File: config.mk
export PLATFORM = sky130hd
export DESIGN_NAME = ram_arb_flat
export DESIGN_NICKNAME = d
export VERILOG_FILES = /design/src/design/npc_mem_pkg.sv /design/src/design/ram_rd_if.sv /design/src/design/ram_wr_if.sv /design/src/design/ram_arb.sv /design/src/flat_wrapper.sv
export SDC_FILE = /design/constraint.sdc
export NUM_CORES = 1
export LEC_CHECK = 0
export BUFFER_PORTS_ARGS = -buffer_cell sky130_fd_sc_hd__buf_2
export CORE_AREA = 2 2 209 211
export CTS_BUF_LIST = sky130_fd_sc_hd__clkbuf_8
export CTS_CLUSTER_SIZE = 28
export DETAILED_ROUTE_END_ITERATION = 8
export DIE_AREA = 0 0 211 213
export SETUP_SLACK_MARGIN = 0.05
export SYNTH_ARGS = -nofsm -noshare
export SYNTH_HDL_FRONTEND = slang
export SYNTH_SLANG_ARGS = --single-unit
File: constraint.sdc
create_clock -name clk -period 10.9 [get_ports clk]
set_input_delay 0.545 -clock clk [delete_from_list [all_inputs] [get_ports clk]]
set_output_delay 0.545 -clock clk [all_outputs]
set_load 0.005 [all_outputs]
File: src/design/npc_mem_pkg.sv
package npc_mem_pkg;

  // datapath widths
  localparam int XLEN   = 64;
  localparam int ADDR_W = 32;
  localparam int BYTE_W = 8;
  localparam int MASK_W = XLEN / BYTE_W;

  // backing store geometry, word index sits above the byte offset
  localparam int MEM_DEPTH   = 1024;
  localparam int WORD_IDX_LO = $clog2(MASK_W);
  localparam int WORD_IDX_W  = $clog2(MEM_DEPTH);

  // sequencer states, shared by the read and the write FSM
  localparam int ST_W = 2;
  localparam logic [ST_W-1:0] ST_IDLE    = 2'd0;
  localparam logic [ST_W-1:0] ST_ISSUE   = 2'd1;
  localparam logic [ST_W-1:0] ST_RESP    = 2'd2;
  localparam logic [ST_W-1:0] ST_PREIDLE = 2'd3;

  // one double word, seen whole or as byte lanes
  typedef union packed {
    logic [XLEN-1:0]                dword;
    logic [MASK_W-1:0][BYTE_W-1:0]  lanes;
  } xlen_word_u;

endpackage

File: src/design/ram_rd_if.sv
`timescale 1ns/1ps

interface ram_rd_if;

  // request side, owned by the arbiter
  logic                           rd_valid;
  logic [npc_mem_pkg::ADDR_W-1:0] rd_addr;
  logic [npc_mem_pkg::MASK_W-1:0] rd_mask;

  // registered return from the memory
  logic [npc_mem_pkg::XLEN-1:0]   rd_data;
  logic                           rd_data_valid;

  modport arb (
    output rd_valid,
    output rd_addr,
    output rd_mask,
    input  rd_data,
    input  rd_data_valid
  );

  modport mem (
    input  rd_valid,
    input  rd_addr,
    input  rd_mask,
    output rd_data,
    output rd_data_valid
  );

endinterface

File: src/design/ram_wr_if.sv
`timescale 1ns/1ps

interface ram_wr_if;

  logic                           wr_valid;
  logic [npc_mem_pkg::ADDR_W-1:0] wr_addr;
  logic [npc_mem_pkg::MASK_W-1:0] wr_mask;
  logic [npc_mem_pkg::XLEN-1:0]   wr_data;
  // pulses on the edge where the write lands in the array
  logic                           wr_done;

  modport arb (
    output wr_valid,
    output wr_addr,
    output wr_mask,
    output wr_data,
    input  wr_done
  );

  modport mem (
    input  wr_valid,
    input  wr_addr,
    input  wr_mask,
    input  wr_data,
    output wr_done
  );

endinterface

File: src/design/ram_arb.sv
`timescale 1ns/1ps

module ram_arb (
  input  logic                           clk,
  input  logic                           rst,
  // instruction fetch read port
  input  logic [npc_mem_pkg::ADDR_W-1:0] if_read_addr_i,
  input  logic                           if_valid_i,
  input  logic [npc_mem_pkg::MASK_W-1:0] if_rmask_i,
  output logic [npc_mem_pkg::XLEN-1:0]   if_rdata_o,
  output logic                           if_rdata_valid_o,
  // mem stage read port
  input  logic [npc_mem_pkg::ADDR_W-1:0] mem_read_addr_i,
  input  logic                           mem_valid_i,
  input  logic [npc_mem_pkg::MASK_W-1:0] mem_rmask_i,
  output logic [npc_mem_pkg::XLEN-1:0]   mem_rdata_o,
  output logic                           mem_rdata_valid_o,
  // mem stage write port, not shared
  input  logic [npc_mem_pkg::ADDR_W-1:0] mem_write_addr_i,
  input  logic                           mem_write_valid_i,
  input  logic [npc_mem_pkg::MASK_W-1:0] mem_wmask_i,
  input  logic [npc_mem_pkg::XLEN-1:0]   mem_wdata_i,
  output logic                           mem_wdata_ready_o,
  ram_rd_if.arb                          rd,
  ram_wr_if.arb                          wr
);

  logic [npc_mem_pkg::ST_W-1:0]   rd_state_q;
  logic                           rd_valid_q;
  // 1 while fetch owns the outstanding read, 0 for the mem stage
  logic                           owner_if_q;
  logic [npc_mem_pkg::ADDR_W-1:0] rd_addr_q;
  logic [npc_mem_pkg::MASK_W-1:0] rd_mask_q;
  logic                           resp_fire;
  logic                           if_hit;
  logic                           mem_hit;

  logic [npc_mem_pkg::ST_W-1:0]   wr_state_q;
  logic [npc_mem_pkg::ADDR_W-1:0] wr_addr_q;
  logic [npc_mem_pkg::MASK_W-1:0] wr_mask_q;
  logic [npc_mem_pkg::XLEN-1:0]   wr_data_q;

  // read sequencer, fetch wins a tie
  always_ff @(posedge clk) begin
    if (rst) begin
      rd_state_q <= npc_mem_pkg::ST_PREIDLE;
      rd_valid_q <= 1'b0;
      owner_if_q <= 1'b0;
    end else begin
      rd_valid_q <= 1'b0;
      case (rd_state_q)
        npc_mem_pkg::ST_PREIDLE: begin
          rd_state_q <= npc_mem_pkg::ST_IDLE;
        end
        npc_mem_pkg::ST_IDLE: begin
          if (if_valid_i || mem_valid_i) begin
            owner_if_q <= if_valid_i;
            rd_valid_q <= 1'b1;
            rd_state_q <= npc_mem_pkg::ST_ISSUE;
          end
        end
        npc_mem_pkg::ST_ISSUE: begin
          rd_state_q <= npc_mem_pkg::ST_RESP;
        end
        default: begin
          // RESP, nothing new is taken on this edge
          rd_state_q <= npc_mem_pkg::ST_IDLE;
        end
      endcase
    end
  end

  // request payload captured with the grant
  always_ff @(posedge clk) begin
    if (rd_state_q == npc_mem_pkg::ST_IDLE) begin
      if (if_valid_i) begin
        rd_addr_q <= if_read_addr_i;
        rd_mask_q <= if_rmask_i;
      end else if (mem_valid_i) begin
        rd_addr_q <= mem_read_addr_i;
        rd_mask_q <= mem_rmask_i;
      end
    end
  end

  assign rd.rd_valid = rd_valid_q;
  assign rd.rd_addr  = rd_addr_q;
  assign rd.rd_mask  = rd_mask_q;

  // response goes back only while its owner still holds valid
  assign resp_fire = (rd_state_q == npc_mem_pkg::ST_RESP) && rd.rd_data_valid;
  assign if_hit    = resp_fire && owner_if_q && if_valid_i;
  assign mem_hit   = resp_fire && !owner_if_q && mem_valid_i;

  assign if_rdata_valid_o  = if_hit;
  assign mem_rdata_valid_o = mem_hit;
  assign if_rdata_o        = if_hit ? rd.rd_data : '0;
  assign mem_rdata_o       = mem_hit ? rd.rd_data : '0;

  // write sequencer
  always_ff @(posedge clk) begin
    if (rst) begin
      wr_state_q <= npc_mem_pkg::ST_PREIDLE;
    end else begin
      case (wr_state_q)
        npc_mem_pkg::ST_PREIDLE: begin
          wr_state_q <= npc_mem_pkg::ST_IDLE;
        end
        npc_mem_pkg::ST_IDLE: begin
          if (mem_write_valid_i) begin
            wr_state_q <= npc_mem_pkg::ST_ISSUE;
          end
        end
        npc_mem_pkg::ST_ISSUE: begin
          wr_state_q <= npc_mem_pkg::ST_RESP;
        end
        default: begin
          wr_state_q <= npc_mem_pkg::ST_IDLE;
        end
      endcase
    end
  end

  always_ff @(posedge clk) begin
    if (wr_state_q == npc_mem_pkg::ST_IDLE && mem_write_valid_i) begin
      wr_addr_q <= mem_write_addr_i;
      wr_mask_q <= mem_wmask_i;
      wr_data_q <= mem_wdata_i;
    end
  end

  // a write whose valid has gone by ISSUE is dropped
  assign wr.wr_valid = (wr_state_q == npc_mem_pkg::ST_ISSUE) && mem_write_valid_i;
  assign wr.wr_addr  = wr_addr_q;
  assign wr.wr_mask  = wr_mask_q;
  assign wr.wr_data  = wr_data_q;

  assign mem_wdata_ready_o = wr.wr_done;

  a_one_read_resp: assert property (
    @(posedge clk) disable iff (rst) !(if_rdata_valid_o && mem_rdata_valid_o)
  );

  a_ready_single: assert property (
    @(posedge clk) disable iff (rst) mem_wdata_ready_o |=> !mem_wdata_ready_o
  );

  a_rd_valid_in_issue: assert property (
    @(posedge clk) disable iff (rst) rd.rd_valid |-> (rd_state_q == npc_mem_pkg::ST_ISSUE)
  );

endmodule

File: src/flat_wrapper.sv
// flat-port wrapper written by rule: the top's interface ports become plain ports
module ram_arb_flat 
  (clk, rst, if_read_addr_i, if_valid_i, if_rmask_i, if_rdata_o, if_rdata_valid_o, mem_read_addr_i, mem_valid_i, mem_rmask_i, mem_rdata_o, mem_rdata_valid_o, mem_write_addr_i, mem_write_valid_i, mem_wmask_i, mem_wdata_i, mem_wdata_ready_o, rd_rd_valid, rd_rd_addr, rd_rd_mask, rd_rd_data, rd_rd_data_valid, wr_wr_valid, wr_wr_addr, wr_wr_mask, wr_wr_data, wr_wr_done);
  ram_rd_if rd_i ();
  ram_wr_if wr_i ();
  input  logic clk;
  input  logic rst;
  input  logic [npc_mem_pkg::ADDR_W-1:0] if_read_addr_i;
  input  logic if_valid_i;
  input  logic [npc_mem_pkg::MASK_W-1:0] if_rmask_i;
  output logic [npc_mem_pkg::XLEN-1:0] if_rdata_o;
  output logic if_rdata_valid_o;
  input  logic [npc_mem_pkg::ADDR_W-1:0] mem_read_addr_i;
  input  logic mem_valid_i;
  input  logic [npc_mem_pkg::MASK_W-1:0] mem_rmask_i;
  output logic [npc_mem_pkg::XLEN-1:0] mem_rdata_o;
  output logic mem_rdata_valid_o;
  input  logic [npc_mem_pkg::ADDR_W-1:0] mem_write_addr_i;
  input  logic mem_write_valid_i;
  input  logic [npc_mem_pkg::MASK_W-1:0] mem_wmask_i;
  input  logic [npc_mem_pkg::XLEN-1:0] mem_wdata_i;
  output logic mem_wdata_ready_o;
  output wire logic [$bits(rd_i.rd_valid)-1:0] rd_rd_valid;
  output wire logic [$bits(rd_i.rd_addr)-1:0] rd_rd_addr;
  output wire logic [$bits(rd_i.rd_mask)-1:0] rd_rd_mask;
  input wire logic [$bits(rd_i.rd_data)-1:0] rd_rd_data;
  input wire logic [$bits(rd_i.rd_data_valid)-1:0] rd_rd_data_valid;
  output wire logic [$bits(wr_i.wr_valid)-1:0] wr_wr_valid;
  output wire logic [$bits(wr_i.wr_addr)-1:0] wr_wr_addr;
  output wire logic [$bits(wr_i.wr_mask)-1:0] wr_wr_mask;
  output wire logic [$bits(wr_i.wr_data)-1:0] wr_wr_data;
  input wire logic [$bits(wr_i.wr_done)-1:0] wr_wr_done;
  assign rd_rd_valid = rd_i.rd_valid;
  assign rd_rd_addr = rd_i.rd_addr;
  assign rd_rd_mask = rd_i.rd_mask;
  assign rd_i.rd_data = rd_rd_data;
  assign rd_i.rd_data_valid = rd_rd_data_valid;
  assign wr_wr_valid = wr_i.wr_valid;
  assign wr_wr_addr = wr_i.wr_addr;
  assign wr_wr_mask = wr_i.wr_mask;
  assign wr_wr_data = wr_i.wr_data;
  assign wr_i.wr_done = wr_wr_done;
  ram_arb u_core (.clk(clk), .rst(rst), .if_read_addr_i(if_read_addr_i), .if_valid_i(if_valid_i), .if_rmask_i(if_rmask_i), .if_rdata_o(if_rdata_o), .if_rdata_valid_o(if_rdata_valid_o), .mem_read_addr_i(mem_read_addr_i), .mem_valid_i(mem_valid_i), .mem_rmask_i(mem_rmask_i), .mem_rdata_o(mem_rdata_o), .mem_rdata_valid_o(mem_rdata_valid_o), .mem_write_addr_i(mem_write_addr_i), .mem_write_valid_i(mem_write_valid_i), .mem_wmask_i(mem_wmask_i), .mem_wdata_i(mem_wdata_i), .mem_wdata_ready_o(mem_wdata_ready_o), .rd(rd_i), .wr(wr_i));
endmodule
Word level (Yosys, flattened, before mapping)
Index checks and enable logic that the tools add are counted.
Word-level totals
  register bits: 150
  input port bits: 255
  output and inout port bits: 277
  word-level logic and storage cells: 41
Cells by class
  equal/unequal tests: 5
  reduce and logical (&&, ||, !) cells: 15
  muxes and demuxes: 11
  bitwise logic cells: 1
Operators with widths (count)
  $mux W64: 2
  $mux W32: 2
  $mux W8: 2
  $pmux W2 S2: 2
  $logic_and A1 B1 Y1: 7
  $eq A2 B1 Y1 const B: 2
  $logic_not A2 Y1: 2
  $mux W2: 2
  $reduce_and A2 Y1: 2
  $eq A2 B2 Y1 const B: 1
  $ne A2 B1 Y1 const B: 1
  $ne A2 B2 Y1 const B: 1
  $reduce_bool A2 Y1: 1
  $reduce_or A2 Y1: 1
  $logic_not A1 Y1: 1
  $logic_or A1 B1 Y1: 1
  $mux W1: 1
  $not A1 Y1: 1

Logic depth before layout (Yosys ltp)
Gate-level depths: netlist (run 1).
  depth after elaboration: 5
  depth in mapped cells: 5
  gate-level depth less buffers: 2

Worst setup path after synthesis (run 1)
OpenSTA, ideal clock, no wires.
  path type: input port to flip-flop
  from: in mem_write_valid_i
  to: reg u_core.wr_state_q[0] in the netlist's numbering
  setup slack: 2.031 ns
  data required time: 10.795 ns
  stages: 2
  data arrival time: 8.764 ns
  cell sequence: nor3b_1 or2_2
Between the ends
  cells in the longest elaborated chain, start to end: 1
Ends and longest elaborated chain
  start: declaration: RTL line flat_wrapper.sv:19  | input logic mem_write_valid_i;
  $ne A2 B2 Y1 (no line)
  end signal: assignment: RTL line ram_arb.sv:103  | wr_state_q <= npc_mem_pkg::ST_PREIDLE;
  end signal: assignment: RTL line ram_arb.sv:107  | wr_state_q <= npc_mem_pkg::ST_IDLE;
  end signal: assignment: RTL line ram_arb.sv:111  | wr_state_q <= npc_mem_pkg::ST_ISSUE;
  end: declaration: RTL line ram_arb.sv:38  | logic [npc_mem_pkg::ST_W-1:0] wr_state_q;
Every way passes these cells.
A chain may end at the register's enable or synchronous reset.

Final worst setup path (run 1)
  from: in if_valid_i
  to: out if_rdata_o[9] in the netlist's numbering
Between the ends
  cells in the longest elaborated chain, start to end: 2
Ends and longest elaborated chain
  start: declaration: RTL line flat_wrapper.sv:9  | input logic if_valid_i;
  $logic_and A1 B1 Y1: RTL line ram_arb.sv:92  | assign if_hit = resp_fire && owner_if_q && if_valid_i;
  $mux W64: RTL line ram_arb.sv:97  | assign if_rdata_o = if_hit ? rd.rd_data : '0;
  end: declaration: RTL line flat_wrapper.sv:11  | output logic [npc_mem_pkg::XLEN-1:0] if_rdata_o;
Every way passes these cells.

==> results of run 1 <==
## power breakdown
group	internal (W)	switching (W)	leakage [nW]
clock	0.000197	0.000266	0.214
sequential	0.000654	0.00000604	1.37
combinational	0.0000618	0.0000579	3.31
total	0.000912	0.000330	4.89
## metrics by stage
| stage | total power, W | hold WS [ps] | worst slack, ps | cells |
|---|---|---|---|---|
| floorplan | 0.000717 | 446 | 2030 | 371 |
| global placement | 0.000791 | 473 | 7970 | 1418 |
| detailed placement | 0.000795 | 489 | 7820 | 1418 |
| CTS | 0.00127 | 121 | 7820 | 1450 |
| global route | 0.00130 | 134 | 7670 | 1451 |
| finish | 0.00124 | 212 | 7800 | 1453 |
## registers in the layout, indices dropped and copies added (netlist names), 2 cells and up
| name | count |
|---|---|
| u_core.wr.wr_addr | 32 |
| u_core.wr.wr_mask | 8 |
| u_core.wr.wr_data | 64 |
| u_core.rd_state_q | 2 |
| u_core.wr_state_q | 2 |
| u_core.rd.rd_mask | 8 |
| u_core.rd.rd_addr | 32 |
## worst paths after layout
path	startpoint	to	cells past startpoint
max	if_valid_i	if_rdata_o[9]	5
min	mem_wdata_i[5]	u_core.wr.wr_data[5]	1
max reg2reg	u_core.wr_state_q[1]	u_core.wr.wr_data[38]	3
min reg2reg	u_core.wr_state_q[0]	u_core.wr_state_q[1]	2
## routing by layer
metal  routed length, um  part of all wire [%]  vias up  GRT usage [%]
met1                8360                    38     2456           9.40
li1                    -                     -     2474              -
met2               11000                    50      322           15.8
met5                   0                     0        -              0
met3                1840                   8.3       31           3.37
met4                 864                   3.9        0           5.73
## layout make-up
cell class | instances | area, um^2
Fill cell | 4570 | 33000
Multi-Input combinational cell | 184 | 1390
Sequential cell | 150 | 4440
Inverter | 3 | 11.3
Tap cell | 546 | 683
Timing Repair Buffer | 535 | 2690
Clock inverter | 15 | 186
Antenna cell | 3 | 7.51
Clock buffer | 17 | 234
## cells by family (layout without fill, tap and decap cells)
logic type / after synthesis / count (layout) / share of synthesized area [%]
mux: 40 / 40 / 7.44
flops: 150 / 150 / 73.4
buf+inv: 37 / 570 / 3.86
other cells: 0 / 3 / 0
compound gates: 4 / 4 / 0.434
simple gates: 140 / 140 / 14.9
## layout by cell type, fill, tap and decap left out
cell type   count
inv_8           7
or3b_2          1
nor4b_1         1
mux2_2         40
nor3b_1         1
nor2_1          1
clkinv_8        3
edfxtp_1      144
buf_4           6
dfxtp_1         6
diode_2         3
inv_1           4
nor4bb_4        1
nor3b_2         1
inv_6           2
and4b_2         1
nor3_2          1
o21ai_0         2
buf_2         529
and2_1          2
and3_1        128
bufinv_16       1
nor4_1          1
a31o_2          1
clkinvlp_4      1
o31ai_1         1
clkbuf_8       17
or2_2           1
==> flow_results.xml, run 1 <==
<?xml version="1.0" encoding="UTF-8"?>
<metrics>
  <group name="run">
    <metric name="drv_cap" unit="">0</metric>
  </group>
  <group name="clock_network">
    <metric name="post_cts_hold_buffer_count" unit="">0</metric>
    <metric name="max-clock-path-buffers" unit="">2</metric>
    <metric name="reg_clk_slew_reported_paths" unit="ps">120</metric>
    <metric name="tritoncts.num_buffers" unit="">17</metric>
    <metric name="cts.repair.resized" unit="">0</metric>
    <metric name="tritoncts_num_sinks" unit="">150</metric>
    <metric name="htree_num_levels" unit="">4</metric>
    <metric name="tritoncts" unit="">yes</metric>
    <metric name="post_cts_buffers" unit="">0</metric>
    <metric name="cts-root-buf" unit="">clkbuf_8</metric>
    <metric name="clock_latency" unit="ps">500</metric>
  </group>
  <group name="grt">
    <metric name="grt_pass1_wl" unit="mm">28.9</metric>
    <metric name="grt_start_max_net_pins" unit="">131</metric>
    <metric name="vias_in_the_first_global_route" unit="">4831</metric>
    <metric name="global_route.usage.total" unit="%">9.14</metric>
    <metric name="globalRoute.totalOverflow" unit="">0</metric>
    <metric name="grt_antenna_before_repair" unit="">4</metric>
  </group>
  <group name="place">
    <metric name="numPortBuffers" unit="">529</metric>
    <metric name="placement.cell_area" unit="um^2">9220</metric>
    <metric name="finalWeightedCongestion" unit="">0.782</metric>
    <metric name="place_hpwl" unit="mm">17.4</metric>
  </group>
  <group name="pwr">
    <metric name="cellPowerDensity" unit="nW/um^2">129</metric>
    <metric name="irDropWorstVdd" unit="V">0.0000953</metric>
    <metric name="leak_pwr" unit="nW">4.89</metric>
  </group>
  <group name="worst_setup_path">
    <metric name="endpoint_kind" unit="">primary output</metric>
    <metric name="worst-endpoint-arrival" unit="ps">2560</metric>
    <metric name="cpPeakStageDelay" unit="ps">1000</metric>
    <metric name="criticalPathCategory" unit="">in -&gt; out</metric>
    <metric name="worstPathCellList" unit="">buf_2, buf_4, and4b_2, and3_1, buf_2</metric>
    <metric name="critPathMostFrequentCell" unit="">buf_2</metric>
    <metric name="path_max_fanout" unit="">65</metric>
    <metric name="critical_path.slowest_cell" unit="">and4b_2</metric>
    <metric name="cp_data_required_time" unit="ps">10360</metric>
    <metric name="cp-start-kind" unit="">input pin</metric>
    <metric name="cp_top_family" unit="">simple AND/OR/NAND/NOR gates</metric>
    <metric name="critPathBufInv" unit="">3</metric>
    <metric name="setup.reg_to_reg.worst_slack" unit="ps">8510</metric>
  </group>
  <group name="floorplanning">
    <metric name="width_of_the_die" unit="um">211</metric>
    <metric name="die_height" unit="um">213</metric>
    <metric name="floorplan.initialDensity" unit="%">14.2</metric>
    <metric name="coreArea" unit="um^2">42700</metric>
    <metric name="area_enclosed_by_the_die_boundary" unit="um^2">44900</metric>
    <metric name="core.rowCount" unit="">76</metric>
    <metric name="ios" unit="">532</metric>
  </group>
  <group name="routing">
    <metric name="remaining_drc_errors" unit="">0</metric>
    <metric name="finalWirelength" unit="mm">22.1</metric>
    <metric name="dr.pass1.iters" unit="">4</metric>
    <metric name="detail_route.vias_per_cell" unit="">3.64</metric>
    <metric name="final_antenna_net_count" unit="">0</metric>
    <metric name="routedWlPerCell" unit="um">15.2</metric>
    <metric name="initialDrtViolationCount" unit="">238</metric>
    <metric name="num_vias" unit="">5283</metric>
  </group>
  <group name="logic_synthesis">
    <metric name="library_cell_with_the_highest_instance_count_after_synthesis" unit="">edfxtp_1</metric>
    <metric name="syn_inst" unit="">371</metric>
    <metric name="synth_largest_area_cell" unit="">edfxtp_1</metric>
    <metric name="ys_dominant_reg_cell" unit="">edfxtp_1</metric>
    <metric name="syn-mean-instance-area" unit="um^2">16.3</metric>
    <metric name="synth-seq-area-share" unit="%">73.4</metric>
    <metric name="syn_nets" unit="">626</metric>
    <metric name="synth_seq_cells" unit="">150</metric>
    <metric name="synth_top_area_share" unit="%">71.4</metric>
    <metric name="ys_top_cells_by_area" unit="">edfxtp_1, and3_1, mux2_2</metric>
    <metric name="post_synth_instance_area" unit="um^2">6060</metric>
    <metric name="synthArstFlopShare" unit="%">0</metric>
    <metric name="synth_edf_count" unit="">144</metric>
    <metric name="yosysWarningCount" unit="">0</metric>
    <metric name="netlist-cell-type-count" unit="">22</metric>
    <metric name="synthTopCellsByCount" unit="">edfxtp_1, and3_1, mux2_2, clkbuf_1, buf_6</metric>
  </group>
  <group name="sta">
    <metric name="unrepaired_setup_endpoints_after_global_routing" unit="">false</metric>
    <metric name="setup_violations" unit="">0</metric>
    <metric name="finalHoldViolCount" unit="">0</metric>
    <metric name="finalClockSkew" unit="ps">19.6</metric>
    <metric name="totalNegativeSetupSlack" unit="ps">0</metric>
    <metric name="final.period_utilization" unit="%">28.5</metric>
    <metric name="slew-limit-headroom" unit="%">32.3</metric>
    <metric name="fmaxAchievable" unit="GHz">0.322</metric>
    <metric name="post-route-min-period" unit="ps">3100</metric>
    <metric name="final-max-slew-violation-count" unit="">0</metric>
    <metric name="worst_pin_slew" unit="ps">1020</metric>
  </group>
  <group name="cells_and_area">
    <metric name="finish.instance_area" unit="um^2">9650</metric>
    <metric name="finalCoreUtilization" unit="%">22.6</metric>
    <metric name="area_growth_syn_to_layout" unit="%">59.3</metric>
    <metric name="final_net_count" unit="">1146</metric>
    <metric name="final_layout_size_suffix_gt1_share" unit="%">67.8</metric>
  </group>
  <group name="hold_path">
    <metric name="holdCritPathClass" unit="">in -&gt; reg</metric>
  </group>
  <group name="status">
    <metric name="run_status" unit="">finished, final reports clean</metric>
  </group>
</metrics>
Note: power is estimated with default switching activity, not from simulation.
==> inputs of run 2 (changes only) <==
--- a/config.mk
+++ b/config.mk
@@ -6,11 +6,11 @@
 export NUM_CORES = 1
 export LEC_CHECK = 0
 export BUFFER_PORTS_ARGS = -buffer_cell sky130_fd_sc_hd__buf_2
-export CORE_AREA = 2 2 209 211
+export CORE_AREA = 2 2 208 210
 export CTS_BUF_LIST = sky130_fd_sc_hd__clkbuf_8
 export CTS_CLUSTER_SIZE = 28
 export DETAILED_ROUTE_END_ITERATION = 8
-export DIE_AREA = 0 0 211 213
+export DIE_AREA = 0 0 210 212
 export SETUP_SLACK_MARGIN = 0.05
 export SYNTH_ARGS = -nofsm -noshare
 export SYNTH_HDL_FRONTEND = slang
==> constraint.sdc (replaced) <==
create_clock -name clk -period 2.8 [get_ports clk]
set_input_delay 0.14 -clock clk [delete_from_list [all_inputs] [get_ports clk]]
set_output_delay 0.14 -clock clk [all_outputs]
set_load 0.005 [all_outputs]
==> run 2 against run 1 <==
Compared with the run above: setup slack lost 7500 ps; register-to-register slack lost 7200 ps; clock skew shrank 6.5 ps; sequential share of layout area shrank 7.5 points; power grew to 4.0 times the previous value; sequential cell count is the same; critical path type is now reg -> out.
==> flow_results.xml, run 2 (synthesis gave the netlist of run 1 again) <==
<?xml version="1.0" encoding="UTF-8"?>
<metrics>
  <group name="worst_setup_path">
    <metric name="cp-start-kind" unit="">register</metric>
    <metric name="worst-endpoint-arrival" unit="ps">2380</metric>
    <metric name="endpoint_kind" unit="">primary output</metric>
    <metric name="criticalPathCategory" unit="">reg -&gt; out</metric>
    <metric name="reg2regPathDepth" unit="">2</metric>
    <metric name="path_max_fanout" unit="">65</metric>
    <metric name="worst_r2r_endpoint" unit="">u_core.rd.rd_addr[10]</metric>
    <metric name="r2r-start" unit="">u_core.rd_state_q[0]</metric>
    <metric name="cp_data_required_time" unit="ps">2660</metric>
    <metric name="setup.reg_to_reg.worst_slack" unit="ps">1280</metric>
  </group>
  <group name="run">
    <metric name="drv_cap" unit="">0</metric>
  </group>
  <group name="sta">
    <metric name="finalHoldViolCount" unit="">0</metric>
    <metric name="setup_violations" unit="">0</metric>
    <metric name="slew-limit-headroom" unit="%">35.3</metric>
    <metric name="totalNegativeSetupSlack" unit="ps">0</metric>
    <metric name="worst_pin_slew" unit="ps">970</metric>
    <metric name="post-route-min-period" unit="ps">2520</metric>
    <metric name="unrepaired_setup_endpoints_after_global_routing" unit="">false</metric>
    <metric name="final-max-slew-violation-count" unit="">0</metric>
    <metric name="final.period_utilization" unit="%">90.1</metric>
    <metric name="fmaxAchievable" unit="GHz">0.396</metric>
    <metric name="finalClockSkew" unit="ps">13.0</metric>
  </group>
  <group name="place">
    <metric name="finalWeightedCongestion" unit="">0.811</metric>
    <metric name="numPortBuffers" unit="">529</metric>
    <metric name="place_hpwl" unit="mm">18.2</metric>
    <metric name="dpl.cell_count" unit="">1418</metric>
  </group>
  <group name="routing">
    <metric name="remaining_drc_errors" unit="">0</metric>
    <metric name="routedWlPerCell" unit="um">15.3</metric>
    <metric name="num_vias" unit="">6129</metric>
    <metric name="finalWirelength" unit="mm">25.2</metric>
    <metric name="detail_route.vias_per_cell" unit="">3.73</metric>
    <metric name="initialDrtViolationCount" unit="">313</metric>
    <metric name="dr.pass1.iters" unit="">4</metric>
    <metric name="final_antenna_net_count" unit="">0</metric>
  </group>
  <group name="grt">
    <metric name="grt.met1_usage" unit="%">10.5</metric>
    <metric name="top_usage_layer" unit="">met2</metric>
    <metric name="grt_start_max_net_pins" unit="">105</metric>
    <metric name="grt_pass1_wl" unit="mm">34.3</metric>
    <metric name="vias_in_the_first_global_route" unit="">5916</metric>
    <metric name="groute.layer.met2.usage" unit="%">18.4</metric>
    <metric name="use_met3" unit="%">4.42</metric>
    <metric name="grt_antenna_before_repair" unit="">7</metric>
    <metric name="globalRoute.totalOverflow" unit="">0</metric>
    <metric name="global_route.usage.total" unit="%">10.7</metric>
  </group>
  <group name="cells_and_area">
    <metric name="layout.cells.most_common_list" unit="">buf_2, dlygate4sd3_1, edfxtp_1, and3_1, mux2_2</metric>
    <metric name="instances_no_fill" unit="">1643</metric>
    <metric name="area_growth_syn_to_layout" unit="%">90.4</metric>
    <metric name="final_layout_size_suffix_gt1_share" unit="%">55.9</metric>
    <metric name="layout.cells.most_common" unit="">buf_2</metric>
    <metric name="max_ffs_per_register" unit="">64</metric>
    <metric name="final_net_count" unit="">1333</metric>
  </group>
  <group name="floorplanning">
    <metric name="core.rowCount" unit="">76</metric>
    <metric name="coreArea" unit="um^2">42500</metric>
    <metric name="ios" unit="">532</metric>
    <metric name="area_enclosed_by_the_die_boundary" unit="um^2">44500</metric>
    <metric name="floorplan.initialDensity" unit="%">14.2</metric>
    <metric name="width_of_the_die" unit="um">210</metric>
    <metric name="die_height" unit="um">212</metric>
  </group>
  <group name="clock_network">
    <metric name="htree_num_levels" unit="">4</metric>
    <metric name="tritoncts" unit="">yes</metric>
    <metric name="clock_latency" unit="ps">520</metric>
    <metric name="tritoncts.num_buffers" unit="">17</metric>
    <metric name="tritoncts_num_sinks" unit="">150</metric>
    <metric name="cts-root-buf" unit="">clkbuf_8</metric>
    <metric name="reg_clk_slew_reported_paths" unit="ps">90</metric>
    <metric name="max-clock-path-buffers" unit="">2</metric>
  </group>
  <group name="hold_path">
    <metric name="worstHoldEndpoint" unit="">u_core.wr_state_q[0]</metric>
    <metric name="hold_path_stages" unit="">3</metric>
    <metric name="holdCritPathClass" unit="">in -&gt; reg</metric>
    <metric name="hold_path_startpoint" unit="">mem_write_valid_i</metric>
  </group>
  <group name="pwr">
    <metric name="cellPowerDensity" unit="nW/um^2">435</metric>
    <metric name="irDropWorstVdd" unit="V">0.000520</metric>
    <metric name="leak_pwr" unit="nW">5.67</metric>
  </group>
  <group name="status">
    <metric name="run_status" unit="">finished, final reports clean</metric>
  </group>
</metrics>
run 2: cell count changes in the layout (fill, tap and decap cells not counted), sizes merged:
cell and change:
clkinv +3, clkinvlp +2, inv -7, diode +3, dlygate4sd3 +187, bufinv +2
run 2: worst max-delay path, stage by stage, from the launching register on:
cell     delay, ps
dfxtp_1        500
and4b_2        920
and3_1         300
buf_2          140
run 2: power breakdown:
group,leakage [nW],switching [W],internal (W)
Clock,0.201,0.000873,0.000866
Sequential,1.37,0.0000246,0.00255
Combinational,4.10,0.000277,0.000432
run 2: how the worst max path moves through the flow:
stage / slack [ps] / endpoint / cells after the start / start
after floorplan: -630 / u_core.wr.wr_addr[0] / 1 / u_core.wr_state_q[0]
after detailed placement: 870 / if_rdata_o[33] / 3 / u_core.rd_state_q[1]
final: 280 / if_rdata_o[10] / 3 / u_core.rd_state_q[1]
after CTS: 220 / if_rdata_o[10] / 3 / u_core.rd_state_q[1]
after global routing: 110 / if_rdata_o[43] / 3 / u_core.rd_state_q[1]
after global placement: 930 / if_rdata_o[10] / 4 / if_valid_i
run 2: layout make-up:
| type | count | area (um^2) |
|---|---|---|
| inverter | 3 | 11.3 |
| fill | 4320 | 31000 |
| tap | 546 | 683 |
| clock inverter | 15 | 166 |
| antenna | 6 | 15.0 |
| multi-input combinational | 184 | 1400 |
| sequential | 150 | 4450 |
| timing repair buffer | 722 | 4580 |
| clock buffer | 17 | 234 |
run 2: per-layer routing:
metal | part of all wire (%) | routed length, um
met5 | 0.052 | 13
met4 | 5.1 | 1290
met3 | 9.4 | 2370
met2 | 50 | 12600
met1 | 35 | 8910
run 2: per-stage QoR:
stage | power, W | util, % | area [um^2] | setup WS (ps) | hold slack, ps
6_report | 0.00502 | 27.1 | 11500 | 276 | 107
5_1_grt | 0.00525 | 27.1 | 11500 | 109 | 82.7
4_1_cts | 0.00513 | 27.1 | 11500 | 223 | 24.1
3_5_place_dp | 0.00310 | 21.8 | 9250 | 866 | 281
3_3_place_gp | 0.00308 | 21.8 | 9250 | 931 | 281
2_1_floorplan | 0.00278 | - | 6070 | -631 | 217
run 2: what timing repair did:
action / in CTS / in global routing
hold endpoints to repair: 149 / 0
hold buffers: 187 / 0
setup buffers: 0 / 0
gates resized for setup: 0 / 0
setup endpoints to repair: 0 / 0
